===== config.mk =====
export PLATFORM = sky130hd
export DESIGN_NAME = z80_bus_top
export DESIGN_NICKNAME = d
export VERILOG_FILES = /design/src/z80_bus_pkg.sv /design/src/tstate_timer.sv /design/src/mcycle_fsm.sv /design/src/bus_strobe_gen.sv /design/src/bus_data_path.sv /design/src/z80_bus_top.sv
export SDC_FILE = /design/constraint.sdc
export NUM_CORES = 1
export LEC_CHECK = 0
export BUFFER_PORTS_ARGS = -buffer_cell sky130_fd_sc_hd__buf_2
export CAP_MARGIN = 15
export CORE_MARGIN = 2
export CORE_UTILIZATION = 35
export DETAILED_ROUTE_END_ITERATION = 10
export PLACE_DENSITY = 0.66
export SLEW_MARGIN = 15
export SYNTH_ARGS = -nofsm -noshare
export SYNTH_HDL_FRONTEND = slang
export SYNTH_SLANG_ARGS = --single-unit

===== constraint.sdc =====
create_clock -name clk -period 3.2 [get_ports clk]
set_clock_uncertainty 0.15 [all_clocks]
set_input_delay 0.48 -clock clk [delete_from_list [all_inputs] [get_ports clk]]
set_output_delay 0.48 -clock clk [all_outputs]
set_load 0.01 [all_outputs]

===== src/z80_bus_pkg.sv =====
/*
  Shared types and constants for the Z80-style bus-cycle engine.
  Cycle kinds are plain 3-bit codes driven by the requester.
  AUTO_WAIT_IO sets the forced wait count of I/O and interrupt-acknowledge cycles.
  The automatic-wait counter width is derived from it.
*/
`default_nettype none

package z80_bus_pkg;

  typedef logic [15:0] addr_t;     // Bus address
  typedef logic [7:0]  data_t;     // Bus data byte
  typedef logic [6:0]  refresh_t;  // DRAM refresh row

  // Machine-cycle kind as presented on the request side
  typedef logic [2:0] cycle_kind_t;

  localparam cycle_kind_t KIND_FETCH   = 3'd0;  // M1 opcode fetch plus refresh
  localparam cycle_kind_t KIND_MEM_RD  = 3'd1;
  localparam cycle_kind_t KIND_MEM_WR  = 3'd2;
  localparam cycle_kind_t KIND_IO_RD   = 3'd3;
  localparam cycle_kind_t KIND_IO_WR   = 3'd4;
  localparam cycle_kind_t KIND_INT_ACK = 3'd5;  // M1 with IORQ, vector on din

  // Forced TW count for I/O and interrupt acknowledge
  localparam int AUTO_WAIT_IO = 1;
  localparam int AUTO_WAIT_W  = (AUTO_WAIT_IO > 1) ? $clog2(AUTO_WAIT_IO + 1) : 1;

  typedef logic [AUTO_WAIT_W-1:0] wait_cnt_t;  // Automatic wait down counter

  // T-states of one machine cycle
  typedef enum logic [2:0] {
    T_IDLE,
    T1,
    T2,
    TW,
    T3,
    T4
  } tstate_e;

  // Request handshake states
  typedef enum logic [1:0] {
    HS_IDLE,
    HS_RUN,
    HS_ACK
  } hs_state_e;

  // Kinds that get the automatic I/O wait
  function automatic logic kind_is_io(cycle_kind_t k);
    return (k == KIND_IO_RD) || (k == KIND_IO_WR) || (k == KIND_INT_ACK);
  endfunction

  // Kinds that latch a byte from din
  function automatic logic kind_is_read(cycle_kind_t k);
    return (k == KIND_FETCH) || (k == KIND_MEM_RD) || (k == KIND_IO_RD) ||
           (k == KIND_INT_ACK);
  endfunction

endpackage

`default_nettype wire


===== src/tstate_timer.sv =====
/*
  T-state sequencer for one machine cycle.
  wait_n is sampled in T2 and TW only and stretches the cycle without limit.
  I/O and int-ack add AUTO_WAIT_IO forced waits after the external ones.
  wait_hold and cycle_done are combinational from the state and wait_n.
*/
`timescale 1ns/10ps
`default_nettype none

module tstate_timer (
  input  logic                     clk,
  input  logic                     reset,
  input  logic                     start,       // One-cycle pulse from the FSM
  input  z80_bus_pkg::cycle_kind_t kind,
  input  logic                     wait_n,
  output z80_bus_pkg::tstate_e     tstate,
  output logic                     wait_hold,   // Next T-state is TW
  output logic                     cycle_done   // High in the last T-state
);

  import z80_bus_pkg::*;

  wait_cnt_t auto_cnt;     // Remaining forced waits
  logic      in_wait_win;  // T2 or TW

  assign in_wait_win = (tstate == T2) || (tstate == TW);

  // External wait first, then the forced ones
  assign wait_hold = in_wait_win && (!wait_n || (auto_cnt != '0));

  // Fetch carries the refresh T4, others end in T3
  assign cycle_done = (tstate == T4) || ((tstate == T3) && (kind != KIND_FETCH));

  always_ff @(posedge clk or posedge reset) begin
    if (reset) begin
      tstate   <= T_IDLE;
      auto_cnt <= '0;
    end else begin
      case (tstate)
        T_IDLE: begin
          if (start) begin
            tstate   <= T1;
            auto_cnt <= kind_is_io(kind) ? wait_cnt_t'(AUTO_WAIT_IO) : '0;
          end
        end
        T1: tstate <= T2;
        T2, TW: begin
          if (wait_hold) begin
            tstate <= TW;
            if (wait_n) auto_cnt <= auto_cnt - wait_cnt_t'(1);  // Only when no ext wait
          end else begin
            tstate <= T3;
          end
        end
        T3: tstate <= (kind == KIND_FETCH) ? T4 : T_IDLE;
        T4: tstate <= T_IDLE;
        default: tstate <= T_IDLE;
      endcase
    end
  end

endmodule

`default_nettype wire


===== src/mcycle_fsm.sv =====
/*
  Four-phase request handshake for one machine cycle at a time.
  kind_in is registered when req is accepted and held until the next request.
  capture is combinational and marks the accepting edge for the address registers.
  ack rises one clock after the timer finishes and falls one clock after req drops.
*/
`timescale 1ns/10ps
`default_nettype none

module mcycle_fsm (
  input  logic                     clk,
  input  logic                     reset,
  input  logic                     req,
  input  z80_bus_pkg::cycle_kind_t kind_in,
  input  logic                     cycle_done,
  output logic                     start,    // Kicks the T-state timer
  output logic                     capture,  // Register addr and wdata on this edge
  output z80_bus_pkg::cycle_kind_t kind,     // Kind of the cycle in flight
  output logic                     ack
);

  import z80_bus_pkg::*;

  hs_state_e state;

  // Request is taken on the edge where we sit idle with req high
  assign capture = (state == HS_IDLE) && req;

  always_ff @(posedge clk or posedge reset) begin
    if (reset) begin
      state <= HS_IDLE;
      start <= 1'b0;
      ack   <= 1'b0;
      kind  <= KIND_FETCH;
    end else begin
      start <= 1'b0;  // Single-cycle pulse
      case (state)
        HS_IDLE: begin
          if (req) begin
            kind  <= kind_in;
            start <= 1'b1;
            state <= HS_RUN;
          end
        end

        // Bus cycle runs in the timer
        HS_RUN: begin
          if (cycle_done) begin
            state <= HS_ACK;
          end
        end

        HS_ACK: begin
          if (!ack) begin
            ack <= 1'b1;     // rdata is already latched here
          end else if (!req) begin
            ack   <= 1'b0;
            state <= HS_IDLE;
          end
          // Held req keeps us here and blocks new cycles
        end

        default: begin
          state <= HS_IDLE;
          ack   <= 1'b0;
        end
      endcase
    end
  end

endmodule

`default_nettype wire


===== src/bus_strobe_gen.sv =====
/*
  Registered Z80 control strobes, all active low.
  Each strobe is evaluated from the present T-state, so it changes one edge later.
  Read and write strobes share the same window and write timing is not selectable.
  Refresh mreq_n covers T3 of a fetch and rfsh_n covers T3 and T4.
*/
`timescale 1ns/10ps
`default_nettype none

module bus_strobe_gen (
  input  logic                     clk,
  input  logic                     reset,
  input  z80_bus_pkg::cycle_kind_t kind,
  input  z80_bus_pkg::tstate_e     tstate,
  input  logic                     wait_hold,
  output logic                     mreq_n,
  output logic                     iorq_n,
  output logic                     rd_n,
  output logic                     wr_n,
  output logic                     m1_n,
  output logic                     rfsh_n
);

  import z80_bus_pkg::*;

  logic in_wait_win;  // T2 or TW
  logic access_win;   // Strobes low on the next clock
  logic last_wait;    // Leaving the final T2/TW

  assign in_wait_win = (tstate == T2) || (tstate == TW);
  assign access_win  = (tstate == T1) || (in_wait_win && wait_hold);
  assign last_wait   = in_wait_win && !wait_hold;

  always_ff @(posedge clk or posedge reset) begin
    if (reset) begin
      mreq_n <= 1'b1;
      iorq_n <= 1'b1;
      rd_n   <= 1'b1;
      wr_n   <= 1'b1;
      m1_n   <= 1'b1;
      rfsh_n <= 1'b1;
    end else begin
      mreq_n <= 1'b1;  // Everything idles high
      iorq_n <= 1'b1;
      rd_n   <= 1'b1;
      wr_n   <= 1'b1;
      m1_n   <= 1'b1;
      rfsh_n <= 1'b1;

      if (access_win) begin
        case (kind)
          KIND_FETCH: begin
            mreq_n <= 1'b0;
            rd_n   <= 1'b0;
            m1_n   <= 1'b0;
          end
          KIND_MEM_RD: begin
            mreq_n <= 1'b0;
            rd_n   <= 1'b0;
          end
          KIND_MEM_WR: begin
            mreq_n <= 1'b0;
            wr_n   <= 1'b0;
          end
          KIND_IO_RD: begin
            iorq_n <= 1'b0;
            rd_n   <= 1'b0;
          end
          KIND_IO_WR: begin
            iorq_n <= 1'b0;
            wr_n   <= 1'b0;
          end
          KIND_INT_ACK: begin
            iorq_n <= 1'b0;  // Vector read without rd_n
            m1_n   <= 1'b0;
          end
          default: begin
            mreq_n <= 1'b1;  // Unknown kind, bus stays quiet
          end
        endcase
      end

      // Refresh half of the opcode fetch
      if (kind == KIND_FETCH) begin
        if (last_wait || (tstate == T3)) rfsh_n <= 1'b0;
        if (last_wait) mreq_n <= 1'b0;  // One clock, during T3
      end
    end
  end

endmodule

`default_nettype wire


===== src/bus_data_path.sv =====
/*
  Address and data side of the bus engine.
  addr and wdata are held from capture until the next request.
  rdata is loaded on the edge that leaves the last T2/TW of a read-type cycle.
  The refresh row counter advances once per fetch, at the end of T4.
*/
`timescale 1ns/10ps
`default_nettype none

module bus_data_path (
  input  logic                     clk,
  input  logic                     reset,
  input  logic                     capture,
  input  z80_bus_pkg::cycle_kind_t kind,
  input  z80_bus_pkg::tstate_e     tstate,
  input  logic                     wait_hold,
  input  z80_bus_pkg::addr_t       addr,
  input  z80_bus_pkg::data_t       wdata,
  input  z80_bus_pkg::data_t       din,
  output z80_bus_pkg::addr_t       addr_bus,
  output z80_bus_pkg::data_t       dout,
  output z80_bus_pkg::data_t       rdata
);

  import z80_bus_pkg::*;

  localparam int PAD_W = $bits(addr_t) - $bits(refresh_t);

  addr_t    addr_q;      // Request address
  data_t    wdata_q;     // Request write byte
  refresh_t rfsh_cnt;
  logic     in_refresh;  // T3/T4 of a fetch
  logic     read_edge;   // Sample din on this edge

  assign in_refresh = (kind == KIND_FETCH) && ((tstate == T3) || (tstate == T4));
  assign read_edge  = ((tstate == T2) || (tstate == TW)) && !wait_hold &&
                      kind_is_read(kind);

  // Refresh row replaces the address in the second half of M1
  assign addr_bus = in_refresh ? {{PAD_W{1'b0}}, rfsh_cnt} : addr_q;
  assign dout     = wdata_q;

  always_ff @(posedge clk) begin
    if (capture) begin
      addr_q  <= addr;
      wdata_q <= wdata;
    end
  end

  // Strobes are still low on this edge, so din is valid
  always_ff @(posedge clk) begin
    if (read_edge) begin
      rdata <= din;
    end
  end

  always_ff @(posedge clk or posedge reset) begin
    if (reset) begin
      rfsh_cnt <= '0;
    end else if ((tstate == T4) && (kind == KIND_FETCH)) begin
      rfsh_cnt <= rfsh_cnt + refresh_t'(1);  // Wraps at 128
    end
  end

endmodule

`default_nettype wire


===== src/z80_bus_top.sv =====
/*
  Bus-cycle engine top level.
  One machine cycle per four-phase req/ack exchange on the request side.
  Hold kind, addr and wdata stable while req is high.
  No bus request, halt or NMI handling, and every clock edge is a T-state edge.
*/
`timescale 1ns/10ps
`default_nettype none

module z80_bus_top (
  input  logic                     clk,
  input  logic                     reset,
  // Request side
  input  logic                     req,
  input  z80_bus_pkg::cycle_kind_t kind,
  input  z80_bus_pkg::addr_t       addr,
  input  z80_bus_pkg::data_t       wdata,
  output logic                     ack,
  output z80_bus_pkg::data_t       rdata,
  // External bus
  output z80_bus_pkg::addr_t       addr_bus,
  output z80_bus_pkg::data_t       dout,
  input  z80_bus_pkg::data_t       din,
  input  logic                     wait_n,
  output logic                     mreq_n,
  output logic                     iorq_n,
  output logic                     rd_n,
  output logic                     wr_n,
  output logic                     m1_n,
  output logic                     rfsh_n
);

  import z80_bus_pkg::*;

  logic        start;
  logic        capture;
  cycle_kind_t cyc_kind;    // Registered kind of the running cycle
  tstate_e     tstate;
  logic        wait_hold;
  logic        cycle_done;

  mcycle_fsm u_fsm (
    .clk        (clk),
    .reset      (reset),
    .req        (req),
    .kind_in    (kind),
    .cycle_done (cycle_done),
    .start      (start),
    .capture    (capture),
    .kind       (cyc_kind),
    .ack        (ack)
  );

  tstate_timer u_timer (
    .clk        (clk),
    .reset      (reset),
    .start      (start),
    .kind       (cyc_kind),
    .wait_n     (wait_n),
    .tstate     (tstate),
    .wait_hold  (wait_hold),
    .cycle_done (cycle_done)
  );

  bus_strobe_gen u_strobe (
    .clk       (clk),
    .reset     (reset),
    .kind      (cyc_kind),
    .tstate    (tstate),
    .wait_hold (wait_hold),
    .mreq_n    (mreq_n),
    .iorq_n    (iorq_n),
    .rd_n      (rd_n),
    .wr_n      (wr_n),
    .m1_n      (m1_n),
    .rfsh_n    (rfsh_n)
  );

  bus_data_path u_data (
    .clk       (clk),
    .reset     (reset),
    .capture   (capture),
    .kind      (cyc_kind),
    .tstate    (tstate),
    .wait_hold (wait_hold),
    .addr      (addr),
    .wdata     (wdata),
    .din       (din),
    .addr_bus  (addr_bus),
    .dout      (dout),
    .rdata     (rdata)
  );

endmodule

`default_nettype wire


==> results_dict.tcl <==
set metrics [dict create \
    outcome "finished clean" \
    grt_pass1_wl_mm 6.66 \
    maxCapViolations 0 \
    grt_use_total_pct 12.1 \
    numCtsBuffers 5 \
    synth_edf_count 32 \
    power_density_nw_per_um2 704 \
    setup_viol 0 \
    power.leakage_nw 1.18 \
    cp_data_arrival_time_ps 2070 \
    dieArea_um2 7030 \
    root_buffer "clkbuf_8" \
    htreeDepth 2 \
    nNetsFinal 269 \
    num_antenna_cells 0 \
    io_buffers 77 \
    regToRegSetupSlack_ps 1300 \
    drtIter0Drc 35 \
    syn-num-nets 191 \
    n_fill_cell 591 \
    vias 1407 \
    drt-total-wl_mm 4.01 \
    synth_warnings 0 \
    syn_area_per_cell_um2 14.8 \
    endpoint_kind "primary output" \
    ff2ff_path_depth 2 \
    grt_start_max_net_pins 25 \
    slew_headroom_pct 40.0 \
    cp_max_fo 17 \
    ys.flop_type "edfxtp_1" \
    clk_path_buf_depth 2 \
    grt_pass1_vias 1371 \
    hold_path_depth 1 \
    die_h_um 83.9 \
    grt-ovfl-total 0 \
    synth_area_um2 2230 \
    cts_setup_buffers 0 \
    ys_ff_latch 56 \
    clock_latency_ps 300 \
    max_stage_delay_ps 490 \
    fin_util_pct 44.6 \
    cts.sinks 56 \
    synth_cell_types 38 \
    cp-startpoint "u_fsm.kind[1]$_DFFE_PP0P_" \
    cts_hold_buf 0 \
    setup_tns_ps 0 \
    max_freq_ghz 0.370 \
    cts_tree "built" \
    whs_ps 194 \
    required_ps 2570 \
    dp.cells 299 \
    io_pins 78 \
    drive_above_1_share_pct 46.5 \
    cts.clk_slew.worst_paths_ps 100 \
    die_x_um 83.9 \
    rsz0062_at_grt "false" \
    place.gp.congestion 0.827 \
    fin_crit_sh_pct 84.4 \
    critPathKind "flop to primary output" \
    cpMaxStageDelayCell "dfrtp_1" \
    worstMarginPinSlew_ps 899 \
    initial_core_util_pct 35.8 \
    viasPerCell 4.58 \
    ant_nets 0 \
    final_cell_mix "buf_2, edfxtp_1, dfrtp_1" \
    ir_drop_mv 0.235 \
    path_cells "nor3_1 -> nand2_1 -> mux2_2 -> buf_2" \
    hpwl_mm 2.95 \
    drtPass1Iterations 4 \
    timing.final.hold_violations 0 \
    synthCells 151 \
    design.core.area_um2 6240 \
    row_count 29 \
    hold_class "input pin to flop" \
    async_reset_ff_share_pct 42.9 \
    seq_area_frac_synth_pct 70.3 \
    ctsResizeCount 0 \
    wl_per_cell_um 13.1 \
    timing.rr.start "u_fsm.state[0]$_DFFE_PP0P_" \
    period_minus_slack_ps 2700 \
    drv_slew 0 \
    grt_antenna_before_repair 0 \
    startpoint_type "flop" \
    areaGrowthSynthToFinish_pct 24.6 \
    layout_commonest_cell "buf_2" \
    fin_cells 307 \
    drc 0 \
    worstHoldStart "din[0]" \
]
-- layout make-up --
type	instances	area [um2]	area share, %
clock buffer	6	82.6	2.97
clock inverter	2	15.0	0.540
inverter	6	22.5	0.810
multi-input combinational	82	603	21.7
sequential	56	1570	56.4
tap	77	96.3	3.46
timing repair buffer	78	393	14.1
-- registers in the layout (all words and copies together), names as in the netlist --
| register | cells |
|---|---|
| u_data.addr_q | 16 |
| u_data.dout | 8 |
| u_data.rdata | 8 |
| u_data.rfsh_cnt | 7 |
| u_fsm.ack | 1 |
| u_fsm.kind | 3 |
| u_fsm.start | 1 |
| u_fsm.state | 2 |
| u_strobe.iorq_n | 1 |
| u_strobe.m1_n | 1 |
| u_strobe.mreq_n | 1 |
| u_strobe.rd_n | 1 |
| u_strobe.rfsh_n | 1 |
| u_strobe.wr_n | 1 |
| u_timer.auto_cnt | 1 |
| u_timer.tstate | 3 |
-- report_power, final --
group          switching, mW  internal, mW
Clock                  0.221         0.176
Sequential             0.124         0.946
Combinational          0.260         0.231
Total                  0.604          1.35
-- metal layers --
metal / wire length, um / vias to the layer above / track usage, %
met1: 1780 / 662 / 15.9
met2: 1870 / 50 / 18.8
met4: 69 / 0 / 4.11
met5: 0 / - / 0
li1: - / 689 / -
met3: 293 / 6 / 4.25
-- critical path: cells and delay by family (launching register included) --
family                 cells  cell delay [ps]
buffers and inverters      1              140
flip-flops                 1              490
AND/OR/NAND/NOR            2              730
multiplexers               1              410
-- through the flow --
stage	cell area [um2]	worst slack, ps	power (mW)
final	2780	501	1.96
after global routing	2780	229	2.09
after CTS	2780	438	1.99
after detailed placement	2680	782	1.59
after global placement	2680	867	1.57
after floorplan	2240	884	1.44
-- Yosys cell counts (3+ instances only) --
| cell | count | area share [%] |
|---|---|---|
| nor2_1 | 5 | 0.84 |
| dfstp_2 | 6 | 7.1 |
| nand2_1 | 9 | 1.5 |
| xor2_1 | 6 | 2.4 |
| and2_1 | 9 | 2.5 |
| edfxtp_1 | 32 | 43 |
| nor2b_1 | 5 | 1.4 |
| o21ai_0 | 3 | 0.67 |
| nand3_1 | 3 | 0.67 |
| nor3_1 | 6 | 1.3 |
| buf_6 | 3 | 1.5 |
| clkbuf_1 | 4 | 0.67 |
| inv_1 | 6 | 1.0 |
| mux2_2 | 11 | 5.5 |
| dfrtp_1 | 18 | 20 |
-- kinds of logic (layout without fill, tap and decap cells) --
family	count (synthesis)	count (layout)	share of synthesized area, %
compound gates	12	12	3.76
xor+xnor	7	7	2.75
fa+ha+maj	2	2	1.01
buf+inv	13	92	3.19
flops	56	56	70.3
mux	12	12	6.00
simple gates	49	49	13.0
-- worst paths after layout --
| check | endpoint |
|---|---|
| max | addr_bus[6] |
| min | u_data.rdata[0]$_DFFE_PP_ |
| max reg2reg | u_data.dout[7]$_DFFE_PP_ |
| min reg2reg | u_data.rfsh_cnt[6]$_DFFE_PP0P_ |
| max in group asynchronous | u_timer.tstate[1]$_DFFE_PP0P_ |
| min in group asynchronous | u_fsm.state[0]$_DFFE_PP0P_ |
(Power assumes the default switching activity.)
